### src/include/vlsu_cfg.svh
// sizing of the vector load/store unit and its memory banks
// include wherever the bank geometry or the group size is needed

`ifndef VLSU_CFG_SVH
`define VLSU_CFG_SVH

// four banks, one word each per beat
`define VLSU_NUM_BANKS  4

// bits per bank word
`define VLSU_BANK_WIDTH 32

// bank word address
`define VLSU_ADDR_WIDTH 12

// beats in a full register group (lmul 4)
`define VLSU_MAX_BEATS  4

`endif

### src/verilog/vlsu_pkg.sv
// shared types of the vector load/store unit
// referenced by scoped name from every module of the unit

`default_nettype none

`include "vlsu_cfg.svh"

package vlsu_pkg;

    typedef logic [`VLSU_BANK_WIDTH-1:0] bank_word_t;
    typedef logic [`VLSU_ADDR_WIDTH-1:0] bank_addr_t;

    // lane i sits in element [i]
    typedef bank_word_t [`VLSU_NUM_BANKS-1:0] lane_word_vec_t;
    typedef bank_addr_t [`VLSU_NUM_BANKS-1:0] lane_addr_vec_t;

    typedef logic [`VLSU_NUM_BANKS*`VLSU_BANK_WIDTH-1:0] beat_t;
    typedef logic [`VLSU_MAX_BEATS*`VLSU_NUM_BANKS*`VLSU_BANK_WIDTH-1:0] vreg_group_t;
    typedef logic [2:0] beat_idx_t;

    typedef enum logic {
        VLSU_LOAD  = 1'b0,
        VLSU_STORE = 1'b1
    } vlsu_op_e;

    // other codes behave as LMUL_1
    typedef enum logic [2:0] {
        LMUL_1 = 3'b000,
        LMUL_2 = 3'b001,
        LMUL_4 = 3'b010
    } lmul_e;

endpackage

`default_nettype wire

### src/verilog/vlsu_ctrl.sv
// command FSM of the vector load/store unit
// issues one bank beat per transfer and tracks the read in flight for the gatherer

`timescale 1ns/100ps
`default_nettype none

`include "vlsu_cfg.svh"

module vlsu_ctrl (
    input  wire                            clk,
    input  wire                            nrst,
    input  wire                            cmd_valid,
    input  wire vlsu_pkg::vlsu_op_e        cmd_op,
    input  wire vlsu_pkg::lmul_e           cmd_lmul,
    input  wire vlsu_pkg::bank_addr_t      cmd_addr,
    input  wire                            mem_ready,
    input  wire                            rsp_ready,
    output logic                           cmd_ready,
    output logic                           cmd_accept,
    output logic                           mem_valid,
    output logic                           mem_write,
    output vlsu_pkg::lane_addr_vec_t       mem_addr,
    output vlsu_pkg::beat_idx_t            beat_idx,
    output logic                           beat_capture,
    output vlsu_pkg::beat_idx_t            capture_idx,
    output logic                           rsp_valid
);

    typedef enum logic [1:0] {
        ST_IDLE,
        ST_ISSUE,
        ST_DRAIN,
        ST_RESPOND
    } state_e;

    state_e                 state_q;
    vlsu_pkg::vlsu_op_e     op_q;
    vlsu_pkg::bank_addr_t   base_q;
    vlsu_pkg::beat_idx_t    beats_q;
    vlsu_pkg::beat_idx_t    beat_q;
    vlsu_pkg::beat_idx_t    cmd_beats;
    logic                   beat_fire;
    logic                   last_beat;
    logic                   rd_pending_q;
    vlsu_pkg::beat_idx_t    rd_idx_q;

    always_comb begin
        case (cmd_lmul)
            vlsu_pkg::LMUL_2: cmd_beats = 3'd2;
            vlsu_pkg::LMUL_4: cmd_beats = vlsu_pkg::beat_idx_t'(`VLSU_MAX_BEATS);
            default:          cmd_beats = 3'd1;
        endcase
    end

    assign cmd_ready  = (state_q == ST_IDLE);
    assign cmd_accept = cmd_valid && cmd_ready;
    assign mem_valid  = (state_q == ST_ISSUE);
    assign mem_write  = mem_valid && (op_q == vlsu_pkg::VLSU_STORE);
    assign rsp_valid  = (state_q == ST_RESPOND);
    assign beat_fire  = mem_valid && mem_ready;
    assign last_beat  = (vlsu_pkg::beat_idx_t'(beat_q + 3'd1) == beats_q);

    assign beat_idx     = beat_q;
    assign beat_capture = rd_pending_q;
    assign capture_idx  = rd_idx_q;

    // unit stride, lane i of beat b at base + 4b + i
    always_comb begin
        for (int i = 0; i < `VLSU_NUM_BANKS; i++) begin
            mem_addr[i] = base_q
                        + vlsu_pkg::bank_addr_t'(beat_q)
                        * vlsu_pkg::bank_addr_t'(`VLSU_NUM_BANKS)
                        + vlsu_pkg::bank_addr_t'(i);
        end
    end

    always_ff @(posedge clk or negedge nrst) begin
        if (!nrst) begin
            state_q <= ST_IDLE;
            op_q    <= vlsu_pkg::VLSU_LOAD;
            base_q  <= '0;
            beats_q <= 3'd1;
            beat_q  <= '0;
        end else begin
            case (state_q)
                ST_IDLE: begin
                    if (cmd_accept) begin
                        op_q    <= cmd_op;
                        base_q  <= cmd_addr;
                        beats_q <= cmd_beats;
                        beat_q  <= '0;
                        state_q <= ST_ISSUE;
                    end
                end
                ST_ISSUE: begin
                    if (beat_fire) begin
                        if (last_beat) begin
                            // back to beat 0 so the slicer never indexes past the group
                            beat_q  <= '0;
                            state_q <= (op_q == vlsu_pkg::VLSU_STORE) ? ST_RESPOND : ST_DRAIN;
                        end else begin
                            beat_q <= beat_q + 3'd1;
                        end
                    end
                end
                ST_DRAIN: begin
                    // last read data is captured this cycle
                    if (rd_pending_q) begin
                        state_q <= ST_RESPOND;
                    end
                end
                ST_RESPOND: begin
                    if (rsp_ready) begin
                        state_q <= ST_IDLE;
                    end
                end
                default: state_q <= ST_IDLE;
            endcase
        end
    end

    // one read in flight, data due the cycle after acceptance
    always_ff @(posedge clk or negedge nrst) begin
        if (!nrst) begin
            rd_pending_q <= 1'b0;
            rd_idx_q     <= '0;
        end else begin
            rd_pending_q <= beat_fire && !mem_write;
            if (beat_fire) begin
                rd_idx_q <= beat_q;
            end
        end
    end

endmodule

`default_nettype wire

### src/verilog/vlsu_store_slicer.sv
// store data path of the vector load/store unit
// keeps the register group from the accepted command and puts one beat on the bank lanes

`timescale 1ns/100ps
`default_nettype none

module vlsu_store_slicer (
    input  wire                            clk,
    input  wire                            nrst,
    input  wire                            cmd_accept,
    input  wire vlsu_pkg::vreg_group_t     cmd_wdata,
    input  wire vlsu_pkg::beat_idx_t       beat_idx,
    output vlsu_pkg::lane_word_vec_t       mem_wdata
);

    localparam int BEAT_W = $bits(vlsu_pkg::beat_t);

    vlsu_pkg::vreg_group_t  group_q;
    vlsu_pkg::beat_t        beat_sel;

    // loads capture too, the controller's mem_write ignores it then
    always_ff @(posedge clk or negedge nrst) begin
        if (!nrst) begin
            group_q <= '0;
        end else if (cmd_accept) begin
            group_q <= cmd_wdata;
        end
    end

    // beat b is bits [128b, +128)
    assign beat_sel = group_q[beat_idx * BEAT_W +: BEAT_W];

    // lane i takes bits [32i, +32) of the beat
    assign mem_wdata = vlsu_pkg::lane_word_vec_t'(beat_sel);

endmodule

`default_nettype wire

### src/verilog/vlsu_load_gather.sv
// load result register of the vector load/store unit
// cleared on every accepted command, then filled one beat per capture pulse

`timescale 1ns/100ps
`default_nettype none

module vlsu_load_gather (
    input  wire                            clk,
    input  wire                            nrst,
    input  wire                            cmd_accept,
    input  wire                            beat_capture,
    input  wire vlsu_pkg::beat_idx_t       capture_idx,
    input  wire vlsu_pkg::lane_word_vec_t  mem_rdata,
    output vlsu_pkg::vreg_group_t          rsp_data
);

    localparam int BEAT_W = $bits(vlsu_pkg::beat_t);

    vlsu_pkg::beat_t    beat_in;

    // lane 0 lands in the low word of the beat
    assign beat_in = vlsu_pkg::beat_t'(mem_rdata);

    // beats never filled stay zero, which covers short groups and stores
    always_ff @(posedge clk or negedge nrst) begin
        if (!nrst) begin
            rsp_data <= '0;
        end else if (cmd_accept) begin
            rsp_data <= '0;
        end else if (beat_capture) begin
            rsp_data[capture_idx * BEAT_W +: BEAT_W] <= beat_in;
        end
    end

endmodule

`default_nettype wire

### src/verilog/vlsu_top.sv
// unit-stride vector load/store unit over four 32-bit memory banks
// valid/ready on command, bank request and response; read data one cycle after a read beat

`timescale 1ns/100ps
`default_nettype none

module vlsu_top (
    input  wire                            clk,
    input  wire                            nrst,
    input  wire                            cmd_valid,
    output logic                           cmd_ready,
    input  wire vlsu_pkg::vlsu_op_e        cmd_op,
    input  wire vlsu_pkg::lmul_e           cmd_lmul,
    input  wire vlsu_pkg::bank_addr_t      cmd_addr,
    input  wire vlsu_pkg::vreg_group_t     cmd_wdata,
    output logic                           mem_valid,
    input  wire                            mem_ready,
    output logic                           mem_write,
    output vlsu_pkg::lane_addr_vec_t       mem_addr,
    output vlsu_pkg::lane_word_vec_t       mem_wdata,
    input  wire vlsu_pkg::lane_word_vec_t  mem_rdata,
    output logic                           rsp_valid,
    input  wire                            rsp_ready,
    output vlsu_pkg::vreg_group_t          rsp_data
);

    logic                   cmd_accept;
    vlsu_pkg::beat_idx_t    beat_idx;
    logic                   beat_capture;
    vlsu_pkg::beat_idx_t    capture_idx;

    vlsu_ctrl i_ctrl (
        .clk          (clk),
        .nrst         (nrst),
        .cmd_valid    (cmd_valid),
        .cmd_op       (cmd_op),
        .cmd_lmul     (cmd_lmul),
        .cmd_addr     (cmd_addr),
        .mem_ready    (mem_ready),
        .rsp_ready    (rsp_ready),
        .cmd_ready    (cmd_ready),
        .cmd_accept   (cmd_accept),
        .mem_valid    (mem_valid),
        .mem_write    (mem_write),
        .mem_addr     (mem_addr),
        .beat_idx     (beat_idx),
        .beat_capture (beat_capture),
        .capture_idx  (capture_idx),
        .rsp_valid    (rsp_valid)
    );

    vlsu_store_slicer i_slicer (
        .clk        (clk),
        .nrst       (nrst),
        .cmd_accept (cmd_accept),
        .cmd_wdata  (cmd_wdata),
        .beat_idx   (beat_idx),
        .mem_wdata  (mem_wdata)
    );

    vlsu_load_gather i_gather (
        .clk          (clk),
        .nrst         (nrst),
        .cmd_accept   (cmd_accept),
        .beat_capture (beat_capture),
        .capture_idx  (capture_idx),
        .mem_rdata    (mem_rdata),
        .rsp_data     (rsp_data)
    );

endmodule

`default_nettype wire

### config.mk
export PLATFORM = sky130hd
export DESIGN_NAME = vlsu_top
export DESIGN_NICKNAME = d
export VERILOG_FILES = /design/src/verilog/vlsu_pkg.sv /design/src/verilog/vlsu_ctrl.sv /design/src/verilog/vlsu_store_slicer.sv /design/src/verilog/vlsu_load_gather.sv /design/src/verilog/vlsu_top.sv
export VERILOG_INCLUDE_DIRS = /design/src /design/src/include
export SDC_FILE = /design/constraint.sdc
export NUM_CORES = 2
export LEC_CHECK = 0
export ABC_AREA = 1
export BUFFER_PORTS_ARGS = -buffer_cell sky130_fd_sc_hd__buf_4
export CELL_PAD_IN_SITES_DETAIL_PLACEMENT = 1
export CELL_PAD_IN_SITES_GLOBAL_PLACEMENT = 2
export CORE_AREA = 8 8 523 525
export CTS_CLUSTER_DIAMETER = 30
export DETAILED_ROUTE_END_ITERATION = 7
export DIE_AREA = 0 0 531 533
export PLACE_DENSITY_LB_ADDON = 0.1
export SLEW_MARGIN = 20
export SYNTH_ARGS = -nofsm -noshare
export SYNTH_HDL_FRONTEND = slang
export SYNTH_HIERARCHICAL = 1
export SYNTH_SLANG_ARGS = --single-unit
export TNS_END_PERCENT = 50
### constraint.sdc
create_clock -name clk -period 2.23 [get_ports clk]
set_input_delay 0.3345 -clock clk [delete_from_list [all_inputs] [get_ports clk]]
set_output_delay 0.3345 -clock clk [all_outputs]
set_load 0.02 [all_outputs]
==> impl_metrics.toml <==
[status]
status = "finished with violations"
failed_checks = "setup timing"

[flow_run]
drv_cap = 0

[clock_network]
clock_latency_ns = 0.96
clock-root-buffer = "clkbuf_16"
htreeDepth = 5
cts_tree = "yes"
clock-sinks = 1049
cts.path.max_buffers = 4
cts_buffers = 399
clk_pin_slew_worst_paths_ns = 0.04

[setup_path]
cp_data_arrival_time_ns = 3.03
path_class = "flop to primary output"
start_kind = "flop"
crit_fanout = 3
rrSetupSlack_ns = 0.04
r2r_cells = 10
end_kind = "primary output"
r2r-end = "i_gather/rsp_data[387]"
r2r_start = "i_ctrl/state_q[0]"
required_ns = 1.90

[detailed_routing]
initialDrtViolationCount = 2860
via_per_inst = 4.28
drc = 0
firstDrtPassIters = 5
wl_per_cell_um = 24.5
ant_nets = 0
num_vias = 52900
drt-total-wl_um = 303000

[worst_hold_path]
hold-path-cell-count = 4
hold_path_class = "input pin to flop"
holdPathEnd = "i_slicer/group_q[0]"
hp-start = "cmd_wdata[0]"

[global_routing]
track_usage_pct = 20.7
grt_pass1_vias = 57600
overflow = 0
grt_max_degree = 108
grt_pass1_wl_um = 432000
grt_antenna_before_repair = 123

[final_layout]
final_nets = 9153
drive_above_1_share_pct = 28.1
syn_to_final_growth_pct = 75.7
fill_cells = 30800
post-route-util_pct = 32.4

[floorplanning]
core.rowCount = 190
core_region_area_um2 = 266000
initial_core_util_pct = 18.5
die_h_um = 533
ios = 1353
dieArea_um2 = 283000
die_w_um = 531

[placement]
post-place-ws_ns = -0.309
routabilityCongestion = 0.811
place_hpwl_um = 227000
io_buffers = 1352

[power_and_ir_drop]
power_density_nw_per_um2 = 1500
finalPower_mw = 130
p_leak_nw = 43.9
vdd.ir_drop.worst_v = 0.000750

[sta]
fin_ws_ns = -1.14
period_minus_slack_ns = 3.37
tns_ns = -142.52
fin_worst_skew_ns = 0.0968
relSlewSlack_pct = 52.8
rsz0062_at_grt = "true"
worst_pin_slew_ns = 0.708
slew_viol_final = 0
finalHoldViolCount = 0
period_share_pct = 151
setup_viol = 172
fmax_ghz = 0.297

[logic_synthesis]
synth.distinct_cells = 36
avgSynthCellArea_um2 = 7.97
yosysSeqAreaShare_pct = 53.5
syn-num-nets = 6831
synth_cells = 6155
synth_area_um2 = 49000
synth_seq_cells = 1049
synth_warnings = 6
==> synthesized netlist by cell type <==
cell / count / area share (%)
o21a_1: 1 / 0.015
o21ai_1: 206 / 2.1
nand4_1: 140 / 1.8
inv_1: 617 / 4.7
fa_1: 1 / 0.041
inv_2: 4 / 0.031
dfstp_2: 1 / 0.054
nor2_1: 207 / 1.6
xor2_1: 15 / 0.27
clkinv_1: 1 / 0.0076
nor2_8: 1 / 0.041
nand3b_1: 1 / 0.015
xnor2_1: 6 / 0.11
buf_1: 31 / 0.24
o21ai_0: 325 / 3.3
a211oi_1: 1 / 0.015
ha_1: 14 / 0.36
nor3_1: 1 / 0.010
inv_4: 1 / 0.013
buf_4: 35 / 0.54
nand2_1: 2027 / 16
a21oi_1: 131 / 1.3
nand2_2: 4 / 0.051
nand3_4: 1 / 0.036
nor3_2: 2 / 0.041
nand3_1: 914 / 9.3
clkbuf_1: 151 / 1.2
xnor2_4: 1 / 0.056
buf_6: 66 / 1.5
dfrtp_1: 1048 / 53
nor2_2: 4 / 0.051
nand2_4: 3 / 0.069
buf_2: 181 / 1.8
nor2_4: 6 / 0.14
nand3_2: 5 / 0.10
o22ai_1: 2 / 0.026
==> metal layers <==
layer / share of wire (%) / wire [um] / GRT usage [%] / vias to the layer above
li1: - / - / - / 24500
met2: 48 / 145000 / 34.9 / 1585
met1: 43 / 130000 / 25.9 / 26300
met3: 6.5 / 19800 / 5.83 / 536
met5: 0.18 / 533 / 0 / -
met4: 2.6 / 7960 / 5.32 / 88
==> worst max-delay path: stages (launching register included) <==
cell	delay, ns
dfrtp_4	0.48
ha_4	0.17
inv_2	0.05
fa_2	0.47
inv_4	0.10
buf_6	0.11
nand2_8	0.06
nor2_4	0.14
nand2_4	0.09
nor2_4	0.16
nand2_1	0.07
nand2_1	0.07
nand2_2	0.06
buf_6	0.13
==> layout make-up <==
type | count | area [um^2] | share of cell area, %
Clock inverter | 86 | 947 | 1.10
Clock buffer | 614 | 12000 | 13.9
Multi-Input combinational cell | 4020 | 18500 | 21.5
Inverter | 623 | 2390 | 2.77
Sequential cell | 1049 | 26300 | 30.5
Tap cell | 3552 | 4440 | 5.16
Antenna cell | 51 | 128 | 0.148
Timing Repair Buffer | 2384 | 21500 | 25.0
==> cell usage in the layout (no fill, tap or decap), types with 3 or more instances in the layout <==
cell type,Yosys,layout
buf_12,0,113
dlygate4sd3_1,0,664
o21ai_0,325,324
a21oi_1,131,102
nand2_4,3,13
dfrtp_1,1048,1044
buf_8,0,3
nor2_4,6,21
xor2_2,0,7
inv_6,0,5
clkbuf_1,151,99
nand2_1,2027,2005
ha_1,14,9
a21oi_4,0,4
dfrtp_4,0,3
inv_1,617,603
buf_6,66,42
xor2_1,15,6
buf_16,0,12
inv_8,0,3
nand3_1,914,903
diode_2,0,51
xnor2_2,0,3
clkbuf_8,0,116
nand3_2,5,10
buf_4,35,1545
inv_16,0,4
ha_4,0,4
clkbuf_16,0,399
clkinv_8,0,4
bufinv_16,0,14
nand3_4,1,7
bufbuf_16,0,5
nor2_1,207,196
nand4_1,140,140
a21oi_2,0,25
clkinv_2,0,59
o21ai_1,206,206
inv_2,4,12
nand2_2,4,15
==> per-stage QoR <==
stage | cell area (um^2) | hold slack, ns | cells
final | 86200 | 0.127 | 12400
after global routing | 86100 | 0.0506 | 12400
after CTS | 85800 | 0.0173 | 12300
after detailed placement | 65500 | 0.378 | 10900
after global placement | 65500 | 0.369 | 10900
after floorplan | 49200 | 0.0389 | 6155
==> where the power goes <==
part	switching, mW	internal [mW]	total [mW]	leakage, nW
Sequential	2.22	24.9	27.1	13.7
Combinational	31.7	18.5	50.2	23.8
Clock	14.7	37.6	52.3	6.40
Total	48.7	80.9	130	43.9
==> worst max-delay path by stage <==
stage               depth (start not counted)  slack (ns)            to                from
floorplan                                   9       -0.27  mem_addr[47]  i_ctrl/beat_idx[0]
global placement                           14       -0.32  mem_addr[47]  i_ctrl/beat_idx[0]
detailed placement                         14       -0.31  mem_addr[47]  i_ctrl/beat_idx[0]
CTS                                        13       -1.23  mem_addr[21]  i_ctrl/beat_idx[0]
global route                               15       -1.31  mem_addr[21]  i_ctrl/beat_idx[0]
finish                                     13       -1.14  mem_addr[21]  i_ctrl/beat_idx[0]
==> state kept, by name (all words and copies together) (netlist names) <==
register / count
i_gather/rsp_data: 512
i_ctrl/op_q: 1
i_ctrl/state_q: 2
i_ctrl/beat_idx: 3
i_ctrl/base_q: 12
i_ctrl/beat_capture: 1
i_ctrl/capture_idx: 3
i_slicer/group_q: 512
i_ctrl/beats_q: 3
==> timing repair <==
item | CTS | global route
pin swaps | 31 | 31
gates resized for setup | 112 | 41
setup buffers | 4 | 8
hold buffers | 664 | 0
endpoints found under the setup margin | 188 | 467
endpoints found under the hold margin | 1418 | 0
gates cloned | 7 | 0
==> cells by family after synthesis <==
logic type / synth area share [%]
flip-flops: 53.5
AND/OR/NAND/NOR: 28.8
adder cells (fa/ha/maj): 0.398
AO/OA/AOI/OAI: 6.81
XOR/XNOR: 0.431
buffers and inverters: 10.1
(Power assumes the default switching activity.)
